## config.mk

```make
export PLATFORM = sky130hd
export DESIGN_NAME = muldiv_pipe
export DESIGN_NICKNAME = d
export VERILOG_FILES = /design/src/verilog/muldiv_pkg.sv /design/src/verilog/mul_pipe.sv /design/src/verilog/div_unit.sv /design/src/verilog/muldiv_pipe.sv
export SDC_FILE = /design/constraint.sdc
export NUM_CORES = 2
export LEC_CHECK = 0
export BUFFER_PORTS_ARGS = -buffer_cell sky130_fd_sc_hd__buf_4
export CORE_UTILIZATION = 40
export CTS_CLUSTER_DIAMETER = 150
export DETAILED_ROUTE_END_ITERATION = 10
export GPL_TIMING_DRIVEN = 0
export PLACE_DENSITY_LB_ADDON = 0.15
export SLEW_MARGIN = 20
export SYNTH_ARGS = -nofsm -noshare
export SYNTH_HDL_FRONTEND = slang
export SYNTH_HIERARCHICAL = 1
export SYNTH_SLANG_ARGS = --single-unit
export TNS_END_PERCENT = 20
```

## constraint.sdc

```tcl
create_clock -name i_clk -period 9.9 [get_ports i_clk]
set_clock_uncertainty 0.05 [all_clocks]
set_input_delay 0.495 -clock i_clk [delete_from_list [all_inputs] [get_ports i_clk]]
set_output_delay 0.495 -clock i_clk [all_outputs]
set_load 0.03 [all_outputs]
```

## src/verilog/muldiv_pkg.sv

```systemverilog
/* Widths and operation encoding shared by the multiply/divide unit.
   Imported by each RTL module and by the testbench checker. */
package muldiv_pkg;

  // --------------------
  // Widths
  // --------------------
  localparam int XLEN  = 32;   // Data path
  localparam int TAG_W = 6;    // Rename tag

  // --------------------
  // Operations
  // --------------------
  typedef enum logic [3:0] {
    OP_NONE   = 4'h0,   // Empty stage
    OP_MUL    = 4'h1,
    OP_MULH   = 4'h2,
    OP_MULHSU = 4'h3,
    OP_MULHU  = 4'h4,
    OP_DIV    = 4'h8,
    OP_DIVU   = 4'h9,
    OP_REM    = 4'ha,
    OP_REMU   = 4'hb
  } muldiv_op_t;

endpackage

```

## src/verilog/mul_pipe.sv

```systemverilog
/* Multiplier pipeline folding MUL_UNROLL bits of rs2 per stage.
   Takes a new operation every cycle, result leaves MUL_STEP cycles later. */
module mul_pipe
  import muldiv_pkg::*;
#(
  parameter int MUL_UNROLL = 8
) (
  input  logic             i_clk,
  input  logic             i_reset_n,
  input  logic             i_start,
  input  muldiv_op_t       i_op,
  input  logic [TAG_W-1:0] i_tag,
  input  logic [XLEN-1:0]  i_rs1,
  input  logic [XLEN-1:0]  i_rs2,
  input  logic             i_flush,
  output logic             o_valid,
  output logic [TAG_W-1:0] o_tag,
  output logic [XLEN-1:0]  o_res
);

  localparam int MUL_STEP = (XLEN + MUL_UNROLL - 1) / MUL_UNROLL;
  localparam int PW       = 2 * XLEN + 1;           // Running product
  localparam int PPW      = XLEN + MUL_UNROLL + 2;  // Partial product

  logic [XLEN:0]    w_op1;
  logic [XLEN:0]    w_op2;
  logic [PW-1:0]    w_prod  [0:MUL_STEP-1];

  logic             r_valid [1:MUL_STEP];
  muldiv_op_t       r_op    [1:MUL_STEP];
  logic [TAG_W-1:0] r_tag   [1:MUL_STEP];
  logic [PW-1:0]    r_prod  [1:MUL_STEP];
  logic [XLEN:0]    r_op1   [1:MUL_STEP-1];
  logic [XLEN:0]    r_op2   [1:MUL_STEP-1];

  // rs1 is signed except for MULHU, rs2 only for MUL and MULH
  assign w_op1 = (i_op == OP_MULHU) ? {1'b0, i_rs1} : {i_rs1[XLEN-1], i_rs1};
  assign w_op2 = (i_op == OP_MUL || i_op == OP_MULH) ? {i_rs2[XLEN-1], i_rs2} : {1'b0, i_rs2};

  // --------------------
  // Stage arithmetic
  // --------------------
  for (genvar s = 0; s < MUL_STEP; s++) begin : g_stage
    logic [XLEN:0]         op1;
    logic [XLEN:0]         op2;
    logic [MUL_UNROLL:0]   step;
    logic signed [PPW-1:0] a_x;
    logic signed [PPW-1:0] b_x;
    logic signed [PPW-1:0] pp;

    if (s == 0) begin : g_src
      assign op1 = w_op1;
      assign op2 = w_op2;
    end else begin : g_src
      assign op1 = r_op1[s];
      assign op2 = r_op2[s];
    end

    // Sign bit of rs2 weighs negative in the last slice
    assign step = {(s == MUL_STEP - 1) && op2[XLEN], op2[MUL_UNROLL*s +: MUL_UNROLL]};
    assign a_x  = {{(MUL_UNROLL + 1){op1[XLEN]}}, op1};
    assign b_x  = {{(XLEN + 1){step[MUL_UNROLL]}}, step};
    assign pp   = a_x * b_x;

    if (s == 0) begin : g_sum
      assign w_prod[s] = PW'(pp);
    end else begin : g_sum
      localparam int HW = PW - MUL_UNROLL * s;
      logic [HW-1:0] hi;

      assign hi        = r_prod[s][PW-1:MUL_UNROLL*s] + HW'(pp);   // Low bits already final
      assign w_prod[s] = {hi, r_prod[s][MUL_UNROLL*s-1:0]};
    end
  end

  // --------------------
  // Pipeline registers
  // --------------------
  always_ff @(posedge i_clk, negedge i_reset_n) begin
    if (!i_reset_n) begin
      for (int s = 1; s <= MUL_STEP; s++) begin
        r_valid[s] <= 1'b0;
        r_op[s]    <= OP_NONE;
      end
    end else begin
      r_valid[1] <= i_start & ~i_flush;
      r_op[1]    <= i_op;
      for (int s = 2; s <= MUL_STEP; s++) begin
        r_valid[s] <= r_valid[s-1] & ~i_flush;   // Flush kills all stages
        r_op[s]    <= r_op[s-1];
      end
    end
  end

  always_ff @(posedge i_clk) begin
    r_tag[1] <= i_tag;
    r_op1[1] <= w_op1;
    r_op2[1] <= w_op2;
    for (int s = 1; s <= MUL_STEP; s++) begin
      r_prod[s] <= w_prod[s-1];
    end
    for (int s = 2; s <= MUL_STEP; s++) begin
      r_tag[s] <= r_tag[s-1];
    end
    for (int s = 2; s < MUL_STEP; s++) begin
      r_op1[s] <= r_op1[s-1];
      r_op2[s] <= r_op2[s-1];
    end
  end

  assign o_valid = r_valid[MUL_STEP];
  assign o_tag   = r_tag[MUL_STEP];
  assign o_res   = (r_op[MUL_STEP] inside {OP_MULH, OP_MULHSU, OP_MULHU}) ?
                   r_prod[MUL_STEP][2*XLEN-1:XLEN] :    // High word
                   r_prod[MUL_STEP][XLEN-1:0];

endmodule

```

## src/verilog/div_unit.sv

```systemverilog
/* Radix-2 restoring divider for DIV, DIVU, REM and REMU, one operation at a time.
   The finished result waits in S_DONE until the shared output is free. */
module div_unit
  import muldiv_pkg::*;
(
  input  logic             i_clk,
  input  logic             i_reset_n,
  input  logic             i_start,
  input  muldiv_op_t       i_op,
  input  logic [TAG_W-1:0] i_tag,
  input  logic [XLEN-1:0]  i_rs1,
  input  logic [XLEN-1:0]  i_rs2,
  input  logic             i_flush,
  input  logic             i_resp_ready,
  output logic             o_idle,
  output logic             o_valid,
  output logic [TAG_W-1:0] o_tag,
  output logic [XLEN-1:0]  o_res
);

  typedef enum logic [1:0] {
    S_IDLE,
    S_CALC,
    S_FIX,
    S_DONE
  } div_state_t;

  localparam int              CNT_W    = $clog2(XLEN);
  localparam logic [XLEN-1:0] MOST_NEG = {1'b1, {(XLEN - 1){1'b0}}};

  div_state_t       r_state;
  logic [CNT_W-1:0] r_cnt;
  logic [XLEN-1:0]  r_quo;      // Dividend out, quotient in
  logic [XLEN-1:0]  r_rem;
  logic [XLEN-1:0]  r_dvs;
  logic             r_is_rem;
  logic             r_q_neg;
  logic             r_r_neg;
  logic [TAG_W-1:0] r_tag;
  logic [XLEN-1:0]  r_res;

  logic             w_signed;
  logic             w_is_rem;
  logic             w_div_zero;
  logic             w_ovf;
  logic [XLEN-1:0]  w_abs1;
  logic [XLEN-1:0]  w_abs2;
  logic [XLEN:0]    w_shift;
  logic [XLEN+1:0]  w_diff;

  assign w_signed   = (i_op == OP_DIV) || (i_op == OP_REM);
  assign w_is_rem   = (i_op == OP_REM) || (i_op == OP_REMU);
  assign w_abs1     = (w_signed && i_rs1[XLEN-1]) ? -i_rs1 : i_rs1;
  assign w_abs2     = (w_signed && i_rs2[XLEN-1]) ? -i_rs2 : i_rs2;
  assign w_div_zero = (i_rs2 == '0);
  assign w_ovf      = w_signed && (i_rs1 == MOST_NEG) && (i_rs2 == '1);

  // One restoring step
  assign w_shift = {r_rem, r_quo[XLEN-1]};
  assign w_diff  = {1'b0, w_shift} - {2'b00, r_dvs};

  // --------------------
  // FSM
  // --------------------
  always_ff @(posedge i_clk, negedge i_reset_n) begin
    if (!i_reset_n) begin
      r_state <= S_IDLE;
      r_cnt   <= '0;
    end else if (i_flush) begin
      r_state <= S_IDLE;
    end else begin
      case (r_state)
        S_IDLE: begin
          if (i_start) begin
            r_state <= (w_div_zero || w_ovf) ? S_DONE : S_CALC;
            r_cnt   <= CNT_W'(XLEN - 1);
          end
        end
        S_CALC: begin
          r_cnt <= r_cnt - 1'b1;
          if (r_cnt == '0) begin
            r_state <= S_FIX;
          end
        end
        S_FIX:   r_state <= S_DONE;
        S_DONE: begin
          if (i_resp_ready) begin
            r_state <= S_IDLE;        // Multiplier owns the port otherwise
          end
        end
        default: r_state <= S_IDLE;
      endcase
    end
  end

  // --------------------
  // Datapath
  // --------------------
  always_ff @(posedge i_clk) begin
    case (r_state)
      S_IDLE: begin
        if (i_start) begin
          r_tag    <= i_tag;
          r_is_rem <= w_is_rem;
          r_q_neg  <= w_signed && (i_rs1[XLEN-1] ^ i_rs2[XLEN-1]);
          r_r_neg  <= w_signed && i_rs1[XLEN-1];    // Remainder follows dividend
          r_quo    <= w_abs1;
          r_dvs    <= w_abs2;
          r_rem    <= '0;
          if (w_div_zero) begin
            r_res <= w_is_rem ? i_rs1 : '1;
          end else if (w_ovf) begin
            r_res <= w_is_rem ? '0 : i_rs1;
          end
        end
      end
      S_CALC: begin
        if (!w_diff[XLEN+1]) begin
          r_rem <= w_diff[XLEN-1:0];
          r_quo <= {r_quo[XLEN-2:0], 1'b1};
        end else begin
          r_rem <= w_shift[XLEN-1:0];           // Restore
          r_quo <= {r_quo[XLEN-2:0], 1'b0};
        end
      end
      S_FIX: begin
        if (r_is_rem) begin
          r_res <= r_r_neg ? -r_rem : r_rem;
        end else begin
          r_res <= r_q_neg ? -r_quo : r_quo;
        end
      end
      default: begin
      end
    endcase
  end

  assign o_idle  = (r_state == S_IDLE);
  assign o_valid = (r_state == S_DONE);
  assign o_tag   = r_tag;
  assign o_res   = r_res;

endmodule

```

## src/verilog/muldiv_pipe.sv

```systemverilog
/* Integer multiply/divide execution unit for RV32M.
   Dispatches to the multiplier pipe or the divider and merges both onto one port. */
module muldiv_pipe
  import muldiv_pkg::*;
#(
  parameter int MUL_UNROLL = 8
) (
  input  logic             i_clk,
  input  logic             i_reset_n,
  input  logic             i_valid,
  input  muldiv_op_t       i_op,
  input  logic [TAG_W-1:0] i_tag,
  input  logic [XLEN-1:0]  i_rs1,
  input  logic [XLEN-1:0]  i_rs2,
  input  logic             i_flush,
  output logic             o_stall,
  output logic             o_valid,
  output logic [TAG_W-1:0] o_tag,
  output logic [XLEN-1:0]  o_res
);

  logic             w_is_mul;
  logic             w_is_div;
  logic             w_accept;
  logic             w_mul_start;
  logic             w_div_start;

  logic             w_mul_valid;
  logic [TAG_W-1:0] w_mul_tag;
  logic [XLEN-1:0]  w_mul_res;

  logic             w_div_idle;
  logic             w_div_valid;
  logic [TAG_W-1:0] w_div_tag;
  logic [XLEN-1:0]  w_div_res;

  // --------------------
  // Issue
  // --------------------
  assign w_is_mul = i_op inside {OP_MUL, OP_MULH, OP_MULHSU, OP_MULHU};
  assign w_is_div = i_op inside {OP_DIV, OP_DIVU, OP_REM, OP_REMU};

  assign w_accept    = i_valid & w_div_idle & ~i_flush;   // Same-cycle flush drops it
  assign w_mul_start = w_accept & w_is_mul;
  assign w_div_start = w_accept & w_is_div;

  assign o_stall = ~w_div_idle;

  mul_pipe #(
    .MUL_UNROLL (MUL_UNROLL)
  ) u_mul_pipe (
    .i_clk     (i_clk),
    .i_reset_n (i_reset_n),
    .i_start   (w_mul_start),
    .i_op      (i_op),
    .i_tag     (i_tag),
    .i_rs1     (i_rs1),
    .i_rs2     (i_rs2),
    .i_flush   (i_flush),
    .o_valid   (w_mul_valid),
    .o_tag     (w_mul_tag),
    .o_res     (w_mul_res)
  );

  div_unit u_div_unit (
    .i_clk        (i_clk),
    .i_reset_n    (i_reset_n),
    .i_start      (w_div_start),
    .i_op         (i_op),
    .i_tag        (i_tag),
    .i_rs1        (i_rs1),
    .i_rs2        (i_rs2),
    .i_flush      (i_flush),
    .i_resp_ready (~w_mul_valid),    // Divider waits behind a product
    .o_idle       (w_div_idle),
    .o_valid      (w_div_valid),
    .o_tag        (w_div_tag),
    .o_res        (w_div_res)
  );

  // --------------------
  // Result merge
  // --------------------
  assign o_valid = w_mul_valid | w_div_valid;
  assign o_tag   = w_mul_valid ? w_mul_tag : w_div_tag;   // Multiplier has priority
  assign o_res   = w_mul_valid ? w_mul_res : w_div_res;

endmodule

```

# [Word-level counts from Yosys, hierarchy flattened]
# Memories as Yosys holds them, arrays and structs flattened.
# Cells that the tools add are included.
[word_totals] n_memories=4 elab_cells=120 out_inout_bits=40 ff_bits=164 ramBits=482
[mem_list] memory="u_mul_pipe.r_prod" words=4 width=65 rd=4 rd_clocked_by_memory_dff=0 write_ports=4 line_no="mul_pipe.sv:32" rtl="logic [PW-1:0] r_prod [1:MUL_STEP];"
[mem_list] memory="u_mul_pipe.r_op1" words=3 width=33 rd=3 rd_clocked_by_memory_dff=0 write_ports=3 line_no="mul_pipe.sv:33" rtl="logic [XLEN:0] r_op1 [1:MUL_STEP-1];"
[mem_list] memory="u_mul_pipe.r_op2" words=3 width=33 rd=3 rd_clocked_by_memory_dff=0 write_ports=3 line_no="mul_pipe.sv:34" rtl="logic [XLEN:0] r_op2 [1:MUL_STEP-1];"
[mem_list] memory="u_mul_pipe.r_tag" words=4 width=6 rd=4 rd_clocked_by_memory_dff=0 write_ports=4 line_no="mul_pipe.sv:31" rtl="logic [TAG_W-1:0] r_tag [1:MUL_STEP];"
[op_classes] mux=30 n_reduce_logical=22 n_addsub=9 multipliers=4 n_bitwise=12 eq_ne=21
[op_table] cell="two-way mux 32 bit" n=15
[op_table] cell="one-hot mux 32 bit (2 select lines)" n=3
[op_table] cell="negator 32 bit" n=4
[op_table] cell="multiplier 33 x 9 -> 42 bit" n=3
[op_table] cell="two-way mux 33 bit" n=2
[op_table] cell="equality test 32 bit (second input constant)" n=2
[op_table] cell="adder 57 bit" n=1
[op_table] cell="adder 49 bit" n=1
[op_table] cell="adder 41 bit" n=1
[op_table] cell="multiplier 33 x 9 -> 41 bit" n=1
[op_table] cell="subtractor 33 x 32 -> 34 bit" n=1
[op_table] cell="zero test 32 bit" n=1
[op_table] cell="equality test 4 x 2 -> 1 bit (second input constant)" n=4
[op_table] cell="equality test 4 bit (second input constant)" n=4
[op_table] cell="two-way mux 2 bit" n=5
[op_table] cell="one-hot mux 5 bit (2 select lines)" n=1
[op_table] cell="AND reduction 3 bit" n=3
[op_table] cell="bitwise AND 1 bit" n=8
[op_table] cell="equality test 4 x 3 -> 1 bit (second input constant)" n=2
[op_table] cell="one-hot mux 2 bit (4 select lines)" n=1
[op_table] cell="nonzero test 4 bit" n=2
[op_table] cell="two-way mux 6 bit" n=1
[op_table] cell="!= test 3 x 2 -> 1 bit (second input constant)" n=2
[op_table] cell="logical AND 1 bit" n=5
[op_table] cell="other kinds (18)" n=25

# [Longest topological paths before layout]
[depth] depth_word=9 depth_mapped=33

# [Modules after synthesis]
# Netlist, hierarchy kept.
[by_module_without_submodules] mod="mul_pipe" area_each_um2=51147.8 cells_each=5472 n_inst=1
[by_module_without_submodules] mod="div_unit" area_each_um2=10573.9 cells_each=1147 n_inst=1
[by_module_without_submodules] mod="muldiv_pipe" area_each_um2=520.5 cells_each=50 n_inst=1

# [Worst setup path after synthesis]
# Ideal clock, no wire load.
[synth_path] path_type="flip-flop to flip-flop" start="register, netlist name u_mul_pipe/r_op2[0][8]" end="register, netlist name u_mul_pipe/r_prod[0][116]" path_slack_ps=2279 arrival_ps=7512 t_required_ps=9791 period_less_slack_ps=7621 path_stages_with_launch=31 path_cell_list="dfxtp_1 clkbuf_1 nand2_1 fa_1 inv_1 fa_1 fa_1 inv_1 fa_1 inv_1 ha_1 a21oi_1 o21ai_1 a21oi_1 o21ai_1 o31a_1 a41o_1 a211o_1 a2111oi_0 nor3_1 xor2_1 ha_1 a21o_1 a21o_1 a21o_1 or4_1 o21ba_2 nand2_1 a31oi_1 o21ai_1 a21o_1"

==> impl_metrics.json <==
{
  "grt_overflow": 0,
  "wl_per_cell_um": 20.9,
  "arrival_ns": 9.80,
  "setup_ws_ns": 0.652,
  "clkLatencyLatePin_ns": 0.68,
  "syn_nets": 8103,
  "stdcell_count": 8992,
  "gp_congestion": 0.912,
  "cp_data_required_time_ns": 10.45,
  "clock-sinks": 572,
  "ios": 118,
  "drive_gt1_share_pct": 5.15,
  "via_per_inst": 5.16,
  "post-route-util_pct": 44.4,
  "end_kind": "flop",
  "crit_fanout": 10,
  "initial_core_util_pct": 40.4,
  "finalSetupViolations": 0,
  "busiest_layer": "met2",
  "grt_max_degree": 44,
  "nets": 8325,
  "yosysSeqAreaShare_pct": 20.8,
  "die_x_um": 396,
  "rsz0062_at_grt": "false",
  "ys.flop_type": "dfxtp_1",
  "num-fill-cells": 15300,
  "postSynthCellCount": 6669,
  "post-place-ws_ns": 0.279,
  "yosysWarningCount": 6,
  "cp-start-kind": "flop",
  "fin_crit_ns": 9.25,
  "drt_iter0_drc": 3366,
  "slew_viol_final": 0,
  "max_freq_mhz": 108,
  "std_cell_rows": 144,
  "place_inst": 8832,
  "synth_async_sr_flop_share_pct": 4.72,
  "dr.pass1.iters": 6,
  "clock_path_buffers": 3,
  "htree_num_levels": 3,
  "ys_types": 93,
  "tightest_slew_ns": 1.13,
  "io_buffers": 117,
  "die_h_um": 396,
  "slew_headroom_pct": 24.5,
  "first_global_vias": 47900,
  "ys_ff_latch": 572,
  "slowest_stage": "o21ai_1",
  "maxCapViolations": 0,
  "grt_antenna_before_repair": 19,
  "hpwl_um": 154000,
  "grt_first_pass_wirelength_um": 288000,
  "cts_buffers": 67,
  "tns_ns": 0,
  "syn_area_per_cell_sq_um": 9.33,
  "final_antenna_net_count": 0,
  "grt_use_met2_pct": 37.9,
  "path_class": "reg -> reg",
  "totalWireLength_um": 188000,
  "hold_viol_final": 0,
  "gr-usage-all-layers_pct": 24.1,
  "core-area_sq_um": 154000,
  "min_path_type": "in -> reg",
  "slowest_delay_ns": 0.60,
  "cts_tree": "yes",
  "timing.final.crit_share_pct": 93.4,
  "synth_edf_count": 137,
  "syn_to_final_growth_pct": 9.93,
  "cts_root_buffer": "clkbuf_16",
  "met3_usage_pct": 3.94,
  "dieArea_sq_um": 157000,
  "netlist_area_sq_um": 62200,
  "globalRouteMet1Util_pct": 34.6,
  "status": "completed",
  "clk_pin_slew_ns": 0.06,
  "vias": 46400,
  "drcViolationCount": 0
}
==> state kept, by name, indices dropped and copies added, names as in the netlist <==
name and count:
u_div_unit/r_rem 32, u_div_unit/r_is_rem 1, u_mul_pipe/o_valid 1, u_div_unit/r_cnt 5, u_div_unit/r_quo 32, u_div_unit/r_dvs 32
u_mul_pipe/r_op1 99, u_mul_pipe/r_op2 51, u_div_unit/o_res 32, u_div_unit/r_r_neg 1, u_div_unit/o_tag 6, u_div_unit/r_state 2
u_mul_pipe/r_valid 3, u_mul_pipe/r_tag 24, u_mul_pipe/r_op 16, u_mul_pipe/r_prod 234, u_div_unit/r_q_neg 1
==> area by class of cell <==
| type | instances | area (sq um) | area share, % |
|---|---|---|---|
| inverters | 1137 | 4270 | 6.24 |
| flip-flops and latches | 572 | 13000 | 18.9 |
| clock buffers | 95 | 1950 | 2.85 |
| clock inverters | 28 | 377 | 0.550 |
| plain buffers | 213 | 881 | 1.29 |
| diodes | 3 | 7.51 | 0.0110 |
| well taps | 2044 | 2560 | 3.74 |
| repair buffers | 153 | 1270 | 1.85 |
| multi-input cells | 4747 | 44200 | 64.5 |
==> logic make-up after synthesis <==
family / Yosys count / synth area share, %
AOI/OAI and AO/OA: 1023 / 10.5
xor gates and xnor gates: 375 / 5.30
adders and majority gates: 1356 / 37.9
buffers and inverters: 1350 / 8.26
DFF: 572 / 20.8
muxes: 97 / 1.70
and+or+nand+nor: 1896 / 15.6
==> placed cells by master (no fill, tap or decap), drive strengths merged, types with 161 or more instances in the layout <==
| cell | instances |
|---|---|
| a21oi | 275 |
| and2 | 605 |
| clkbuf | 271 |
| dfxtp | 408 |
| fa | 881 |
| ha | 475 |
| inv | 1144 |
| nand2 | 704 |
| nor2 | 161 |
| o21ai | 252 |
| xnor2 | 245 |
==> synthesized netlist by cell type (10+ instances only) <==
master    instances  area share (%)
inv_1          1137             6.9
fa_1            881              28
nand2_1         704             4.2
and2_1          603             6.1
ha_1            475             9.5
dfxtp_1         408              13
a21oi_1         275             2.2
xnor2_1         245             3.4
o21ai_0         200             1.6
clkbuf_1        175             1.1
nor2_1          160            0.96
a21o_1          153             1.8
edfxtp_1        137             6.6
xor2_1          129             1.8
mux2_2           70             1.3
nor2b_1          70            0.70
nor3_1           66            0.53
nand2b_1         62            0.62
nand3_1          56            0.45
o211ai_1         51            0.62
o21ai_1          51            0.41
nand4_1          36            0.36
o21a_1           35            0.42
o31ai_1          35            0.42
a31oi_1          32            0.32
a211oi_1         31            0.37
o21bai_1         29            0.35
and3_1           27            0.27
dfrtp_1          27             1.1
mux2i_1          27            0.43
or3_1            24            0.24
nor4_1           18            0.18
buf_1            15           0.090
o41ai_1          13            0.18
a211o_1          12            0.17
and4_1           12            0.17
or4_1            12            0.14
nand3b_1         11            0.13
buf_2            10           0.080
==> critical path, delay by kind of cell, from the launching register on <==
kind | cells | cell delay [ns]
AOI/OAI and AO/OA | 15 | 4.15
xor gates and xnor gates | 1 | 0.17
adders and majority gates | 6 | 2.68
buffers and inverters | 4 | 0.65
DFF | 1 | 0.58
and+or+nand+nor | 4 | 0.87
==> stage by stage <==
| step | hold WS (ns) | cell area, sq um |
|---|---|---|
| after floorplan | 0.149 | 62200 |
| after global placement | 0.260 | 65700 |
| after detailed placement | 0.262 | 65700 |
| after CTS | 0.00167 | 68400 |
| after global routing | 0.0102 | 68400 |
| final | 0.0483 | 68400 |
==> metal layers <==
layer  share of wire (%)  vias to the layer above
li1                    -                    21800
met1                  47                    23300
met2                  45                     1150
met3                 5.8                      182
met4                 2.4                        2
met5              0.0069                        -
==> worst paths after layout <==
check	startpoint	to	slack [ns]	depth (start not counted)
min	i_rs2[8]	u_mul_pipe/r_op2[0][8]	0.05	1
max in group asynchronous	i_reset_n	u_mul_pipe/r_valid[1]	9.26	2
min in group asynchronous	i_reset_n	u_div_unit/r_state[1]	0.25	2
max reg2reg	u_mul_pipe/r_op2[0][10]	u_mul_pipe/r_prod[0][122]	0.65	30
max	u_mul_pipe/r_op2[0][10]	u_mul_pipe/r_prod[0][122]	0.65	30
min reg2reg	u_mul_pipe/r_prod[0][140]	u_mul_pipe/r_prod[0][205]	0.27	0
==> what timing repair did <==
item / in CTS / in global routing
endpoints found under the setup margin: 0 / 15
gates resized for setup: 0 / 15
buffers inserted: 0 / 0
endpoints found under the hold margin: 67 / 0
hold buffers: 34 / 0
Power is not shown: default switching activity piles up to over one toggle a cycle in this logic, so the estimate is an artifact.
